[src/hdl/tora_pkg.sv]
// Shared constants for the frame services
// Video timing, clock enable ratios, SDRAM and download widths
// ROM slot widths and offsets, slot and arbiter enums

package tora_pkg;

    //////////////////////////////
    // Video timing
    localparam int H_TOTAL       = 384;
    localparam int H_BLANK_START = 256;
    localparam int HS_START      = 296;
    localparam int HS_END        = 328;

    localparam int V_TOTAL       = 262;
    localparam int V_BLANK_START = 240;
    localparam int VS_START      = 244;
    localparam int VS_END        = 248;

    localparam int H_W = 9;
    localparam int V_W = 9;

    // clk cycles per strobe, 48 MHz in
    localparam int PXL2_DIV = 4;
    localparam int PXL_DIV  = 8;

    //////////////////////////////
    // SDRAM and download
    localparam int SDRAM_AW = 22;
    localparam int ROM_DW   = 16;
    localparam int IOCTL_AW = 25;

    //////////////////////////////
    // ROM slots
    localparam int NUM_SLOTS = 4;

    localparam int CHAR_AW   = 14;
    localparam int SCROLL_AW = 19;
    localparam int MAIN_AW   = 17;
    localparam int SOUND_AW  = 15;

    // Word offsets into SDRAM
    localparam int CHAR_OFFSET   = 'h2C000;
    localparam int SCROLL_OFFSET = 'h100000;
    localparam int MAIN_OFFSET   = 0;
    localparam int SOUND_OFFSET  = 'h20000;

    // Highest priority first
    typedef enum logic [1:0] {
        SLOT_MAIN,
        SLOT_SOUND,
        SLOT_CHAR,
        SLOT_SCROLL
    } slot_e;

    typedef enum logic [1:0] {
        ARB_IDLE,
        ARB_WAIT_ACK,
        ARB_WAIT_DATA
    } arb_state_e;

endpackage

[src/hdl/cen_gen.sv]
// Pixel clock enables from the 48 MHz clock
// 12 MHz and 6 MHz single-cycle strobes

`timescale 1ns/1ns

module cen_gen import tora_pkg::*; (
    input  logic clk,
    input  logic rst_n,
    output logic pxl2_cen,
    output logic pxl_cen
);

    logic [2:0] cnt;

    // Free running, wraps every PXL_DIV cycles
    always_ff @(posedge clk or negedge rst_n) begin
        if (!rst_n) begin
            cnt <= '0;
        end else begin
            cnt <= cnt + 3'd1;
        end
    end

    // 6 MHz slot is a subset of the 12 MHz slots
    always_ff @(posedge clk or negedge rst_n) begin
        if (!rst_n) begin
            pxl2_cen <= 1'b0;
            pxl_cen  <= 1'b0;
        end else begin
            pxl2_cen <= (cnt[1:0] == 2'(PXL2_DIV - 1));
            pxl_cen  <= (cnt == 3'(PXL_DIV - 1));
        end
    end

endmodule

[src/hdl/video_timer.sv]
// Horizontal and vertical pixel counters
// Registered blanking and sync levels

`timescale 1ns/1ns

module video_timer import tora_pkg::*; (
    input  logic           clk,
    input  logic           rst_n,
    input  logic           pxl_cen,
    output logic [H_W-1:0] h,
    output logic [V_W-1:0] v,
    output logic           lhbl,
    output logic           lvbl,
    output logic           hs,
    output logic           vs
);

    logic h_last;
    logic v_last;

    assign h_last = (h == H_W'(H_TOTAL - 1));
    assign v_last = (v == V_W'(V_TOTAL - 1));

    //////////////////////////////
    // Counters
    always_ff @(posedge clk or negedge rst_n) begin
        if (!rst_n) begin
            h <= '0;
            v <= '0;
        end else if (pxl_cen) begin
            if (h_last) begin
                h <= '0;
                // New line
                if (v_last) begin
                    v <= '0;
                end else begin
                    v <= v + 1'b1;
                end
            end else begin
                h <= h + 1'b1;
            end
        end
    end

    //////////////////////////////
    // Blanking and sync windows
    always_ff @(posedge clk or negedge rst_n) begin
        if (!rst_n) begin
            lhbl <= 1'b1;
            lvbl <= 1'b1;
            hs   <= 1'b0;
            vs   <= 1'b0;
        end else begin
            // Active high while inside the visible area
            lhbl <= (h < H_W'(H_BLANK_START));
            lvbl <= (v < V_W'(V_BLANK_START));
            hs   <= (h >= H_W'(HS_START)) && (h < H_W'(HS_END));
            vs   <= (v >= V_W'(VS_START)) && (v < V_W'(VS_END));
        end
    end

endmodule

[src/hdl/rom_slot.sv]
// Single-word ROM cache for one client
// Tag compare for ok, miss request held until the fill strobe

`timescale 1ns/1ns

module rom_slot import tora_pkg::*; #(
    parameter int AW = 14
) (
    input  logic              clk,
    input  logic              rst_n,
    input  logic              cs,
    input  logic [AW-1:0]     addr,
    output logic              ok,
    output logic [ROM_DW-1:0] data,
    output logic              req,
    output logic [AW-1:0]     req_addr,
    input  logic              fill,
    input  logic [ROM_DW-1:0] fill_data
);

    logic [AW-1:0] tag;
    logic          valid;
    logic          hit;

    assign hit = valid && (tag == addr);
    assign ok  = cs && hit;

    // Cached word and its tag
    always_ff @(posedge clk) begin
        if (fill) begin
            data <= fill_data;
            tag  <= req_addr;
        end
    end

    always_ff @(posedge clk or negedge rst_n) begin
        if (!rst_n) begin
            valid <= 1'b0;
            req   <= 1'b0;
        end else if (fill) begin
            valid <= 1'b1;
            req   <= 1'b0;
        end else if (cs && !hit && !req) begin
            req <= 1'b1;
        end
    end

    // Pending address is captured with the miss
    always_ff @(posedge clk) begin
        if (cs && !hit && !req && !fill) begin
            req_addr <= addr;
        end
    end

endmodule

[src/hdl/rom_arbiter.sv]
// Four cached ROM slots sharing one SDRAM read port
// Fixed priority request sequencer with per-slot offsets

`timescale 1ns/1ns

module rom_arbiter import tora_pkg::*; (
    input  logic                clk,
    input  logic                rst_n,
    input  logic                dwnld_busy,
    input  logic                char_cs,
    input  logic [CHAR_AW-1:0]  char_addr,
    output logic                char_ok,
    output logic [ROM_DW-1:0]   char_data,
    input  logic                scroll_cs,
    input  logic [SCROLL_AW-1:0] scroll_addr,
    output logic                scroll_ok,
    output logic [ROM_DW-1:0]   scroll_data,
    input  logic                main_cs,
    input  logic [MAIN_AW-1:0]  main_addr,
    output logic                main_ok,
    output logic [ROM_DW-1:0]   main_data,
    input  logic                sound_cs,
    input  logic [SOUND_AW-1:0] sound_addr,
    output logic                sound_ok,
    output logic [ROM_DW-1:0]   sound_data,
    output logic                sdram_req,
    output logic [SDRAM_AW-1:0] sdram_addr,
    input  logic                sdram_ack,
    input  logic                data_rdy,
    input  logic [ROM_DW-1:0]   data_read
);

    logic [NUM_SLOTS-1:0] slot_req;
    logic [NUM_SLOTS-1:0] slot_fill;
    logic [CHAR_AW-1:0]   char_req_addr;
    logic [SCROLL_AW-1:0] scroll_req_addr;
    logic [MAIN_AW-1:0]   main_req_addr;
    logic [SOUND_AW-1:0]  sound_req_addr;
    arb_state_e           state;
    slot_e                grant;
    slot_e                winner;
    logic [SDRAM_AW-1:0]  win_addr;

    //////////////////////////////
    // Slot caches
    rom_slot #(.AW(MAIN_AW)) u_main_slot (
        .clk(clk), .rst_n(rst_n), .cs(main_cs), .addr(main_addr),
        .ok(main_ok), .data(main_data),
        .req(slot_req[SLOT_MAIN]), .req_addr(main_req_addr),
        .fill(slot_fill[SLOT_MAIN]), .fill_data(data_read)
    );

    rom_slot #(.AW(SOUND_AW)) u_sound_slot (
        .clk(clk), .rst_n(rst_n), .cs(sound_cs), .addr(sound_addr),
        .ok(sound_ok), .data(sound_data),
        .req(slot_req[SLOT_SOUND]), .req_addr(sound_req_addr),
        .fill(slot_fill[SLOT_SOUND]), .fill_data(data_read)
    );

    rom_slot #(.AW(CHAR_AW)) u_char_slot (
        .clk(clk), .rst_n(rst_n), .cs(char_cs), .addr(char_addr),
        .ok(char_ok), .data(char_data),
        .req(slot_req[SLOT_CHAR]), .req_addr(char_req_addr),
        .fill(slot_fill[SLOT_CHAR]), .fill_data(data_read)
    );

    rom_slot #(.AW(SCROLL_AW)) u_scroll_slot (
        .clk(clk), .rst_n(rst_n), .cs(scroll_cs), .addr(scroll_addr),
        .ok(scroll_ok), .data(scroll_data),
        .req(slot_req[SLOT_SCROLL]), .req_addr(scroll_req_addr),
        .fill(slot_fill[SLOT_SCROLL]), .fill_data(data_read)
    );

    //////////////////////////////
    // Winner and its SDRAM address
    always_comb begin
        winner = SLOT_MAIN;
        // Lowest enum value wins, so scan from the bottom of the order
        for (int i = NUM_SLOTS - 1; i >= 0; i--) begin
            if (slot_req[i]) begin
                winner = slot_e'(i);
            end
        end
    end

    always_comb begin
        case (winner)
            SLOT_SOUND: win_addr = SDRAM_AW'(SOUND_OFFSET) + SDRAM_AW'(sound_req_addr);
            SLOT_CHAR:  win_addr = SDRAM_AW'(CHAR_OFFSET) + SDRAM_AW'(char_req_addr);
            SLOT_SCROLL: win_addr = SDRAM_AW'(SCROLL_OFFSET) + SDRAM_AW'(scroll_req_addr);
            default:    win_addr = SDRAM_AW'(MAIN_OFFSET) + SDRAM_AW'(main_req_addr);
        endcase
    end

    // Fill goes to the granted slot only while the data arrives
    assign slot_fill = (state == ARB_WAIT_DATA && data_rdy) ?
                       (NUM_SLOTS'(1) << grant) : '0;

    //////////////////////////////
    // Request sequencer
    always_ff @(posedge clk or negedge rst_n) begin
        if (!rst_n) begin
            state     <= ARB_IDLE;
            grant     <= SLOT_MAIN;
            sdram_req <= 1'b0;
        end else begin
            case (state)
                ARB_IDLE: begin
                    if (!dwnld_busy && |slot_req) begin
                        grant     <= winner;
                        sdram_req <= 1'b1;
                        state     <= ARB_WAIT_ACK;
                    end
                end
                ARB_WAIT_ACK: begin
                    if (sdram_ack) begin
                        sdram_req <= 1'b0;
                        state     <= ARB_WAIT_DATA;
                    end
                end
                ARB_WAIT_DATA: begin
                    if (data_rdy) begin
                        state <= ARB_IDLE;
                    end
                end
                default: state <= ARB_IDLE;
            endcase
        end
    end

    // Address held with the request until the ack
    always_ff @(posedge clk) begin
        if (state == ARB_IDLE && !dwnld_busy && |slot_req) begin
            sdram_addr <= win_addr;
        end
    end

endmodule

[src/hdl/prog_loader.sv]
// Download byte stream to SDRAM write words
// Byte lane mask and write strobe held until the SDRAM ack

`timescale 1ns/1ns

module prog_loader import tora_pkg::*; (
    input  logic                clk,
    input  logic                rst_n,
    input  logic                downloading,
    input  logic                ioctl_wr,
    input  logic [IOCTL_AW-1:0] ioctl_addr,
    input  logic [7:0]          ioctl_dout,
    input  logic                sdram_ack,
    output logic                dwnld_busy,
    output logic [SDRAM_AW-1:0] prog_addr,
    output logic [7:0]          prog_data,
    output logic [1:0]          prog_mask,
    output logic                prog_we
);

    //////////////////////////////
    // Control
    always_ff @(posedge clk or negedge rst_n) begin
        if (!rst_n) begin
            dwnld_busy <= 1'b0;
            prog_we    <= 1'b0;
        end else begin
            dwnld_busy <= downloading;
            if (ioctl_wr) begin
                prog_we <= 1'b1;
            end else if (sdram_ack) begin
                // Write accepted by the SDRAM
                prog_we <= 1'b0;
            end
        end
    end

    //////////////////////////////
    // Word address, data and byte mask
    always_ff @(posedge clk) begin
        if (ioctl_wr) begin
            prog_addr <= SDRAM_AW'(ioctl_addr >> 1);
            prog_data <= ioctl_dout;
            // Active low, even bytes land in the low lane
            if (ioctl_addr[0]) begin
                prog_mask <= 2'b01;
            end else begin
                prog_mask <= 2'b10;
            end
        end
    end

endmodule

[src/hdl/tora_game.sv]
// Frame services top level
// Clock enables, video timer, ROM loader and ROM slot arbiter

`timescale 1ns/1ns

module tora_game import tora_pkg::*; (
    input  logic                 clk,
    input  logic                 rst_n,
    // Video timing
    output logic                 pxl2_cen,
    output logic                 pxl_cen,
    output logic [H_W-1:0]       h,
    output logic [V_W-1:0]       v,
    output logic                 lhbl,
    output logic                 lvbl,
    output logic                 hs,
    output logic                 vs,
    // ROM download
    input  logic                 downloading,
    input  logic                 ioctl_wr,
    input  logic [IOCTL_AW-1:0]  ioctl_addr,
    input  logic [7:0]           ioctl_dout,
    output logic                 dwnld_busy,
    output logic [SDRAM_AW-1:0]  prog_addr,
    output logic [7:0]           prog_data,
    output logic [1:0]           prog_mask,
    output logic                 prog_we,
    // ROM clients
    input  logic                 char_cs,
    input  logic [CHAR_AW-1:0]   char_addr,
    output logic                 char_ok,
    output logic [ROM_DW-1:0]    char_data,
    input  logic                 scroll_cs,
    input  logic [SCROLL_AW-1:0] scroll_addr,
    output logic                 scroll_ok,
    output logic [ROM_DW-1:0]    scroll_data,
    input  logic                 main_cs,
    input  logic [MAIN_AW-1:0]   main_addr,
    output logic                 main_ok,
    output logic [ROM_DW-1:0]    main_data,
    input  logic                 sound_cs,
    input  logic [SOUND_AW-1:0]  sound_addr,
    output logic                 sound_ok,
    output logic [ROM_DW-1:0]    sound_data,
    // SDRAM
    output logic                 sdram_req,
    output logic [SDRAM_AW-1:0]  sdram_addr,
    input  logic                 sdram_ack,
    input  logic                 data_rdy,
    input  logic [ROM_DW-1:0]    data_read
);

    cen_gen u_cen (
        .clk(clk), .rst_n(rst_n), .pxl2_cen(pxl2_cen), .pxl_cen(pxl_cen)
    );

    video_timer u_timer (
        .clk(clk), .rst_n(rst_n), .pxl_cen(pxl_cen), .h(h), .v(v),
        .lhbl(lhbl), .lvbl(lvbl), .hs(hs), .vs(vs)
    );

    // Shares sdram_ack with the arbiter
    prog_loader u_loader (
        .clk(clk), .rst_n(rst_n), .downloading(downloading),
        .ioctl_wr(ioctl_wr), .ioctl_addr(ioctl_addr), .ioctl_dout(ioctl_dout),
        .sdram_ack(sdram_ack), .dwnld_busy(dwnld_busy), .prog_addr(prog_addr),
        .prog_data(prog_data), .prog_mask(prog_mask), .prog_we(prog_we)
    );

    // ROM reads held off while the download is busy
    rom_arbiter u_rom (
        .clk(clk), .rst_n(rst_n), .dwnld_busy(dwnld_busy),
        .char_cs(char_cs), .char_addr(char_addr),
        .char_ok(char_ok), .char_data(char_data),
        .scroll_cs(scroll_cs), .scroll_addr(scroll_addr),
        .scroll_ok(scroll_ok), .scroll_data(scroll_data),
        .main_cs(main_cs), .main_addr(main_addr),
        .main_ok(main_ok), .main_data(main_data),
        .sound_cs(sound_cs), .sound_addr(sound_addr),
        .sound_ok(sound_ok), .sound_data(sound_data),
        .sdram_req(sdram_req), .sdram_addr(sdram_addr), .sdram_ack(sdram_ack),
        .data_rdy(data_rdy), .data_read(data_read)
    );

endmodule

[config.mk]
export PLATFORM = sky130hd
export DESIGN_NAME = tora_game
export DESIGN_NICKNAME = d
export VERILOG_FILES = /design/src/hdl/tora_pkg.sv /design/src/hdl/cen_gen.sv /design/src/hdl/video_timer.sv /design/src/hdl/rom_slot.sv /design/src/hdl/rom_arbiter.sv /design/src/hdl/prog_loader.sv /design/src/hdl/tora_game.sv
export SDC_FILE = /design/constraint.sdc
export NUM_CORES = 1
export LEC_CHECK = 0
export ABC_AREA = 0
export BUFFER_PORTS_ARGS = -buffer_cell sky130_fd_sc_hd__buf_2
export CORE_AREA = 2 2 145 147
export CTS_CLUSTER_DIAMETER = 30
export DETAILED_ROUTE_END_ITERATION = 12
export DIE_AREA = 0 0 147 149
export HOLD_SLACK_MARGIN = 0.02
export MAX_ROUTING_LAYER = met4
export PLACE_DENSITY = 0.88
export SETUP_SLACK_MARGIN = 0.05
export SLEW_MARGIN = 10
export SYNTH_ARGS = -nofsm -noshare
export SYNTH_HDL_FRONTEND = slang
export SYNTH_SLANG_ARGS = --single-unit
[constraint.sdc]
create_clock -name clk -period 4.2 [get_ports clk]
set_clock_uncertainty 0.05 [all_clocks]
set_input_delay 1.05 -clock clk [delete_from_list [all_inputs] [get_ports clk]]
set_output_delay 1.05 -clock clk [all_outputs]
set_load 0.03 [all_outputs]
==> flow_metrics.env, run 1 <==
export IMPL_outcome="finished, final reports clean"
export IMPL_timing_final_crit_share_pct=84.9
export IMPL_dieHeight_um=149
export IMPL_globalRouteTotalUtil_pct=23.1
export IMPL_boundaryPins=273
export IMPL_max_cap_violations=0
export IMPL_overflow=0
export IMPL_final_setup_worst_slack_ns=0.634
export IMPL_gp_routability_congestion=0.840
export IMPL_timing_hold_violations_final=0
export IMPL_max_slew_margin_pct=25.8
export IMPL_vdd_ir_drop_max_mv=0.425
export IMPL_antenna_viol_nets_final=0
export IMPL_crit_path_cell_trace="buf_2 -> xnor2_1 -> nand4_1 -> nor4_1 -> and2_1 -> buf_2"
export IMPL_dp_cells=1162
export IMPL_synth_flop_cell="sky130_fd_sc_hd__edfxtp_1"
export IMPL_final_util_pct=69.0
export IMPL_synth_async_reset_ratio_pct=14.6
export IMPL_global_route_peak_usage_layer="met2"
export IMPL_cts_hold_fix_buffers=0
export IMPL_clockRootBuffer="sky130_fd_sc_hd__clkbuf_16"
export IMPL_area_growth_syn_to_layout_pct=33.1
export IMPL_critPathCaptureType="output pin"
export IMPL_die_width_um=147
export IMPL_vias_per_cell=5.33
export IMPL_route_detailed_drc=0
export IMPL_cts_repair_resized=0
export IMPL_clkSlewWorstSetupHoldPaths_ns=0.05
export IMPL_wirelength_mm=25.4
export IMPL_clock_sinks=288
export IMPL_netlist_area_mm2=0.0107
export IMPL_antenna_violations_before_repair=7
export IMPL_grt_pass1_wl_mm=37.3
export IMPL_yosys_warnings=0
export IMPL_dr_total_vias=6751
export IMPL_setup_violations_final=0
export IMPL_critical_path_slowest_cell="sky130_fd_sc_hd__nor4_1"
export IMPL_worstSetupPathType="primary input to output pin"
export IMPL_grt_use_met1_pct=29.7
export IMPL_dpl_cell_area_mm2=0.0123
export IMPL_std_cell_rows=53
export IMPL_syn_inst=627
export IMPL_cts_made_buffers=52
export IMPL_pre_cts_slack_ns=0.600
export IMPL_worst_path_dominant_cell_family="simple AND/OR/NAND/NOR gates"
export IMPL_detailedRoute_firstPassIterationCount=5
export IMPL_synthDistinctLibCells=52
export IMPL_tightestPinTransition_ns=1.11
export IMPL_grt_start_max_net_pins=43
export IMPL_post_route_cells_drive_above_1_share_pct=39.1
export IMPL_worst_endpoint_required_ns=3.10
export IMPL_clock_tree_htree_level_count=2
export IMPL_drv_slew=0
export IMPL_stdcell_count=1267
export IMPL_setup_worst_path_start_class="primary input"
export IMPL_use_met2_pct=36.7
export IMPL_hpwlAfterDp_mm=17.2
export IMPL_critPathMostFrequentCell="sky130_fd_sc_hd__buf_2"
export IMPL_core_mm2=0.0206
export IMPL_peak_fanout_along_the_critical_path=3
export IMPL_initialDrtViolationCount=522
export IMPL_fin_setup_tns_ns=0
export IMPL_finalInstanceArea_mm2=0.0142
export IMPL_p_per_area_mw_per_mm2=595
export IMPL_leakagePower_nw=5.53
export IMPL_cp_arrival_ns=2.47
export IMPL_slowest_delay_ns=0.58
export IMPL_ys_ff_latch=288
export IMPL_gr_usage_met3_pct=4.56
export IMPL_initial_core_util_pct=51.9
export IMPL_clock_latency_ns=0.56
export IMPL_setup_repair_after_global_routing_missed_its_margin="no"
export IMPL_cts_setup_buffers=0
export IMPL_holdCritPathClass="flip-flop to flip-flop"
export IMPL_final_nets=1071
export IMPL_cp_buffers_inverters=2
export IMPL_number_of_synthesized_flops_with_an_enable_pin=246
export IMPL_post_drt_wl_per_cell_um=20.0
export IMPL_cts_root_to_sink_buffers=3
export IMPL_synth_seq_area_share_pct=79.2
export IMPL_tritoncts="done"
export IMPL_vias_in_the_first_global_route=6784
export IMPL_buffer_ports_inserted=268
export IMPL_syn_avg_cell_area_um2=17.0
export IMPL_fp_dieArea_mm2=0.0219
export IMPL_achievable_clock_frequency_ghz=0.280
export IMPL_finalCriticalPeriod_ns=3.57
==> cells in the final DEF (no fill, tap or decap), types with 15 or more instances in the layout <==
cell type,Yosys,routed
sky130_fd_sc_hd__buf_2,4,268
sky130_fd_sc_hd__clkbuf_16,0,52
sky130_fd_sc_hd__dfrtp_1,40,40
sky130_fd_sc_hd__edfxtp_1,246,246
sky130_fd_sc_hd__inv_1,15,15
sky130_fd_sc_hd__nand2_1,29,29
sky130_fd_sc_hd__nand4_1,20,20
sky130_fd_sc_hd__nor2_1,20,19
sky130_fd_sc_hd__o21ai_0,40,40
sky130_fd_sc_hd__xnor2_1,67,67
==> metrics by stage <==
stage | total power (W) | hold WS [ns]
3_3_place_gp | 0.00419 | 0.362
2_1_floorplan | 0.00393 | 0.351
5_1_grt | 0.00869 | 0.398
3_5_place_dp | 0.00422 | 0.370
4_1_cts | 0.00849 | 0.384
6_report | 0.00844 | 0.376
==> worst register-to-register path, delay by kind of cell (launching register included) <==
| kind | cells | cell delay [ns] |
|---|---|---|
| flip-flops | 1 | 0.97 |
| buffers and inverters | 1 | 0.64 |
| AND/OR/NAND/NOR | 1 | 0.20 |
| AO/OA/AOI/OAI | 1 | 0.49 |
==> kinds of logic (layout without fill, tap and decap cells) <==
logic type               count (synthesis)  in the layout  synth area share, %
other                                    1              9               0.0352
XOR/XNOR                                70             70                 5.75
AO/OA/AOI/OAI                           83             83                 4.78
buffers and inverters                   32            389                 1.24
adder cells (fa/ha/maj)                  6              6                0.704
flip-flops                             288            288                 79.2
AND/OR/NAND/NOR                        143            143                 7.89
multiplexers                             4              4                0.423
==> final timing paths <==
path / cells past startpoint / start / slack (ns) / to
max: 6 / sound_addr[12] / 0.63 / sound_ok
min: 1 / u_cen.cnt[0]$_DFF_PN0_ / 0.38 / u_cen.cnt[0]$_DFF_PN0_
max reg2reg: 3 / u_rom.u_sound_slot.req$_DFFE_PN0P_ / 1.46 / u_rom.sdram_addr[5]$_DFFE_PP_
min reg2reg: 1 / u_cen.cnt[0]$_DFF_PN0_ / 0.38 / u_cen.cnt[0]$_DFF_PN0_
max in group asynchronous: 1 / rst_n / 2.89 / u_rom.u_sound_slot.valid$_DFFE_PN0P_
min in group asynchronous: 1 / rst_n / 0.60 / u_timer.h[8]$_DFFE_PN0P_
==> layout make-up <==
| type | count | area [µm²] |
|---|---|---|
| sequential | 288 | 8440 |
| multi-input combinational | 308 | 2100 |
| antenna | 7 | 17.5 |
| inverter | 15 | 56.3 |
| tap | 275 | 344 |
| fill | 1382 | 6370 |
| clock inverter | 40 | 500 |
| clock buffer | 58 | 1320 |
| timing repair buffer | 276 | 1400 |
==> flip-flops by register name (all words and copies together), names as in the netlist, 16 cells and up <==
signal,cells
u_loader.prog_addr,22
u_rom.sdram_addr,20
u_rom.u_char_slot.data,16
u_rom.u_main_slot.data,16
u_rom.u_main_slot.req_addr,17
u_rom.u_main_slot.tag,17
u_rom.u_scroll_slot.data,16
u_rom.u_scroll_slot.req_addr,19
u_rom.u_scroll_slot.tag,19
u_rom.u_sound_slot.data,16
==> synthesized netlist by cell type, types with 4 or more instances <==
library cell | n | area, µm²
sky130_fd_sc_hd__xnor2_1 | 67 | 587
sky130_fd_sc_hd__nand2_1 | 29 | 109
sky130_fd_sc_hd__nand3b_1 | 5 | 37.5
sky130_fd_sc_hd__nor2_1 | 20 | 75.1
sky130_fd_sc_hd__o22a_1 | 13 | 114
sky130_fd_sc_hd__or3b_2 | 5 | 43.8
sky130_fd_sc_hd__nand3_1 | 8 | 40.0
sky130_fd_sc_hd__buf_2 | 4 | 20.0
sky130_fd_sc_hd__or3b_1 | 8 | 70.1
sky130_fd_sc_hd__nor4_1 | 4 | 25.0
sky130_fd_sc_hd__nand2b_1 | 8 | 50.1
sky130_fd_sc_hd__nor3_1 | 10 | 50.1
sky130_fd_sc_hd__a21oi_1 | 12 | 60.1
sky130_fd_sc_hd__nand4_1 | 20 | 125
sky130_fd_sc_hd__inv_1 | 15 | 56.3
sky130_fd_sc_hd__o21ai_0 | 40 | 200
sky130_fd_sc_hd__or3_1 | 4 | 25.0
sky130_fd_sc_hd__edfxtp_1 | 246 | 7390
sky130_fd_sc_hd__dfrtp_1 | 40 | 1000
sky130_fd_sc_hd__clkbuf_1 | 11 | 41.3
sky130_fd_sc_hd__and3_1 | 4 | 25.0
sky130_fd_sc_hd__ha_1 | 6 | 75.1
==> where the power goes <==
group | switching, W | internal, W | leakage, nW | total [W]
clock | 0.00150 | 0.00276 | 0.874 | 0.00426
sequential | 0.000116 | 0.00335 | 2.78 | 0.00346
combinational | 0.000491 | 0.000230 | 1.88 | 0.000721
==> per-layer routing <==
layer | routed length [µm] | up-vias
li1 | - | 3029
met1 | 10000 | 3353
met2 | 12800 | 310
met3 | 1760 | 59
met4 | 817 | 0
met5 | 0 | -
Note: power is estimated with default switching activity, not from simulation.
==> run 2, diff against run 1 <==
--- a/config.mk
+++ b/config.mk
@@ -5,12 +5,12 @@
 export SDC_FILE = /design/constraint.sdc
 export NUM_CORES = 1
 export LEC_CHECK = 0
-export ABC_AREA = 0
+export ABC_AREA = 1
 export BUFFER_PORTS_ARGS = -buffer_cell sky130_fd_sc_hd__buf_2
-export CORE_AREA = 2 2 145 147
+export CORE_AREA = 2 2 147 149
 export CTS_CLUSTER_DIAMETER = 30
 export DETAILED_ROUTE_END_ITERATION = 12
-export DIE_AREA = 0 0 147 149
+export DIE_AREA = 0 0 149 151
 export HOLD_SLACK_MARGIN = 0.02
 export MAX_ROUTING_LAYER = met4
 export PLACE_DENSITY = 0.88
==> constraint.sdc (replaced) <==
create_clock -name clk -period 3.7 [get_ports clk]
set_clock_uncertainty 0.05 [all_clocks]
set_input_delay 0.925 -clock clk [delete_from_list [all_inputs] [get_ports clk]]
set_output_delay 0.925 -clock clk [all_outputs]
set_load 0.03 [all_outputs]
==> flow_metrics.env, run 2 <==
export IMPL_wirelength_mm=28.3
export IMPL_cts_hold_fix_buffers=0
export IMPL_vias_in_the_first_global_route=7799
export IMPL_clock_share_of_power_pct=52.7
export IMPL_initial_core_util_pct=52.5
export IMPL_overflow=0
export IMPL_detailedRoute_firstPassIterationCount=5
export IMPL_buffer_ports_inserted=268
export IMPL_syn_inst=823
export IMPL_p_per_area_mw_per_mm2=674
export IMPL_setup_worst_path_start_class="primary input"
export IMPL_clock_latency_ns=0.56
export IMPL_post_drt_wl_per_cell_um=19.2
export IMPL_dp_cells=1366
export IMPL_biggestRegsByFlops="u_loader.prog_addr (22), u_rom.sdram_addr (20)"
export IMPL_boundaryPins=273
export IMPL_route_detailed_drc=0
export IMPL_gp_routability_congestion=0.866
export IMPL_initialDrtViolationCount=815
export IMPL_stdcell_count=1474
export IMPL_synth_flop_cell="sky130_fd_sc_hd__edfxtp_1"
export IMPL_dieHeight_um=151
export IMPL_ys_ff_latch=288
export IMPL_synth_cells_most_frequent="sky130_fd_sc_hd__edfxtp_1 (246), sky130_fd_sc_hd__nand2_1 (173), sky130_fd_sc_hd__inv_1 (104), sky130_fd_sc_hd__nor2_1 (69), sky130_fd_sc_hd__nand3_1 (53)"
export IMPL_die_width_um=149
export IMPL_critPathCaptureType="output pin"
export IMPL_sw_frac_of_total_pct=24.9
export IMPL_grt_pass1_wl_mm=42.0
export IMPL_cts_made_buffers=54
export IMPL_yosys_warnings=0
export IMPL_worst_endpoint_required_ns=2.72
export IMPL_power_internal_w=0.00740
export IMPL_finalInstanceArea_mm2=0.0146
export IMPL_timing_hold_violations_final=0
export IMPL_total_power_w=0.00985
export IMPL_vdd_ir_drop_max_mv=0.379
export IMPL_netlist_area_mm2=0.0109
export IMPL_clockRootBuffer="sky130_fd_sc_hd__clkbuf_16"
export IMPL_synthDistinctLibCells=37
export IMPL_most_frequent_standard_cell_in_the_layout_excluding_fill_and_tap_cells="sky130_fd_sc_hd__buf_2"
export IMPL_synth_async_reset_ratio_pct=14.6
export IMPL_total_net_switching_power_w=0.00246
export IMPL_holdCritPathClass="flip-flop to flip-flop"
export IMPL_mostFrequentLayoutCells="sky130_fd_sc_hd__buf_2 (268), sky130_fd_sc_hd__edfxtp_1 (246), sky130_fd_sc_hd__nand2_1 (173)"
export IMPL_synth_top_cell_area_share_pct=67.6
export IMPL_hpwlAfterDp_mm=18.2
export IMPL_cts_repair_resized=0
export IMPL_post_route_cells_drive_above_1_share_pct=33.5
export IMPL_tritoncts="done"
export IMPL_clkSlewWorstSetupHoldPaths_ns=0.04
export IMPL_core_mm2=0.0208
export IMPL_vias_per_cell=5.31
export IMPL_fin_worst_hold_slack_ns=0.372
export IMPL_worstSetupPathType="primary input to output pin"
export IMPL_fp_dieArea_mm2=0.0225
export IMPL_peak_fanout_along_the_critical_path=3
export IMPL_largest_register_ff_count=22
export IMPL_tightestPinTransition_ns=1.06
export IMPL_drv_slew=0
export IMPL_leakagePower_nw=6.29
export IMPL_dr_total_vias=7822
export IMPL_outcome="finished, final reports clean"
export IMPL_final_nets=1277
export IMPL_timing_final_crit_share_pct=85.1
export IMPL_setup_repair_after_global_routing_missed_its_margin="no"
export IMPL_cts_root_to_sink_buffers=3
export IMPL_clock_tree_htree_level_count=2
export IMPL_dpl_cell_area_mm2=0.0126
export IMPL_number_of_synthesized_flops_with_an_enable_pin=246
export IMPL_synth_seq_area_share_pct=77.3
export IMPL_largest_area_contributor_in_the_synthesized_netlist="sky130_fd_sc_hd__edfxtp_1"
export IMPL_cts_setup_buffers=0
export IMPL_sequential_share_of_power_pct=39.2
export IMPL_std_cell_rows=53
export IMPL_nFillCells=1325
export IMPL_globalRouteTotalUtil_pct=25.5
export IMPL_antenna_violations_before_repair=6
export IMPL_cp_arrival_ns=2.18
export IMPL_max_cap_violations=0
export IMPL_achievable_clock_frequency_ghz=0.317
export IMPL_antenna_viol_nets_final=0
export IMPL_comb_power_share_pct=8.1
export IMPL_grt_start_max_net_pins=43
export IMPL_largest_register="u_loader.prog_addr"
export IMPL_setup_violations_final=0
export IMPL_finalCriticalPeriod_ns=3.15
export IMPL_synthMostInstantiatedCell="sky130_fd_sc_hd__edfxtp_1"
export IMPL_synth_top_cells_by_area="sky130_fd_sc_hd__edfxtp_1 (68%), sky130_fd_sc_hd__dfrtp_1 (9.2%), sky130_fd_sc_hd__nand2_1 (5.9%)"
export IMPL_clock_sinks=288
export IMPL_area_sequential_mm2=0.00844
export IMPL_area_growth_syn_to_layout_pct=33.8
export IMPL_max_slew_margin_pct=29.3
export IMPL_syn_avg_cell_area_um2=13.3
export IMPL_multi_input_comb_area_mm2=0.00205
export IMPL_final_util_pct=70.2
==> run 2: cell count changes after synthesis, moves of 13 or more <==
cell / previous run / this run
sky130_fd_sc_hd__inv_1: 15 / 104
sky130_fd_sc_hd__nand2_1: 29 / 173
sky130_fd_sc_hd__nand3_1: 8 / 53
sky130_fd_sc_hd__nor2_1: 20 / 69
sky130_fd_sc_hd__o22a_1: 13 / 0
sky130_fd_sc_hd__xnor2_1: 67 / 12
==> run 2: power groups by stage <==
stage	sequential, W	clock [W]	combinational [W]
after floorplan	0.00412	0	0.000246
after global placement	0.00390	0	0.000745
after detailed placement	0.00391	0	0.000773
after CTS	0.00385	0.00524	0.000791
after global routing	0.00387	0.00540	0.000852
final	0.00386	0.00520	0.000796
==> run 2: path summary, 6_finish.rpt <==
path	cells after the start	slack, ns	from	end
min in group asynchronous	1	0.52	rst_n	u_timer.v[7]$_DFFE_PN0P_
setup reg to reg	4	1.30	u_rom.u_char_slot.req$_DFFE_PN0P_	u_rom.sdram_addr[20]$_DFFE_PP_
hold / removal	1	0.37	u_cen.cnt[0]$_DFF_PN0_	u_cen.cnt[0]$_DFF_PN0_
hold reg to reg	1	0.37	u_cen.cnt[0]$_DFF_PN0_	u_cen.cnt[0]$_DFF_PN0_
setup / recovery	10	0.55	main_addr[4]	main_ok
max in group asynchronous	1	2.41	rst_n	u_cen.pxl2_cen$_DFF_PN0_
==> run 2: area by class of cell <==
class                   count  area share (%)
flip-flops and latches    288            57.8
multi-input cells         420            14.0
repair buffers            276            9.59
clock buffers              56            9.51
clock inverters            45            3.86
inverters                 107            2.78
well taps                 275            2.35
diodes                      7           0.120
==> run 2: per-layer routing <==
layer,up-vias,wire (µm),track usage [%]
met5,-,0,-
met4,0,888,9.33
met3,80,2840,6.75
met2,490,14400,42.2
met1,3756,10200,30.3
li1,3496,-,-
==> run 2: cells by family after synthesis <==
| kind of cell | Yosys count | share of synthesized area (%) |
|---|---|---|
| AO/OA/AOI/OAI | 49 | 2.45 |
| XOR/XNOR | 22 | 1.83 |
| adder cells (fa/ha/maj) | 6 | 0.687 |
| buffers and inverters | 116 | 4.20 |
| flip-flops | 288 | 77.3 |
| other | 1 | 0.0343 |
| AND/OR/NAND/NOR | 341 | 13.5 |
==> run 2: worst max-delay path, stage by stage <==
cell	delay (ns)
sky130_fd_sc_hd__buf_2	0.14
sky130_fd_sc_hd__inv_1	0.06
sky130_fd_sc_hd__nand2_1	0.05
sky130_fd_sc_hd__nand2_1	0.06
sky130_fd_sc_hd__nor2_1	0.15
sky130_fd_sc_hd__nand2_1	0.09
sky130_fd_sc_hd__nor2_1	0.12
sky130_fd_sc_hd__nand3_1	0.23
sky130_fd_sc_hd__nor2_1	0.15
sky130_fd_sc_hd__buf_2	0.21
==> run 2: metrics by stage <==
step / setup TNS (ns) / setup slack [ns]
finish: 0 / 0.549
global route: 0 / 0.499
CTS: 0 / 0.624
detailed placement: 0 / 0.713
global placement: 0 / 0.774
floorplan: -65.52 / -0.699
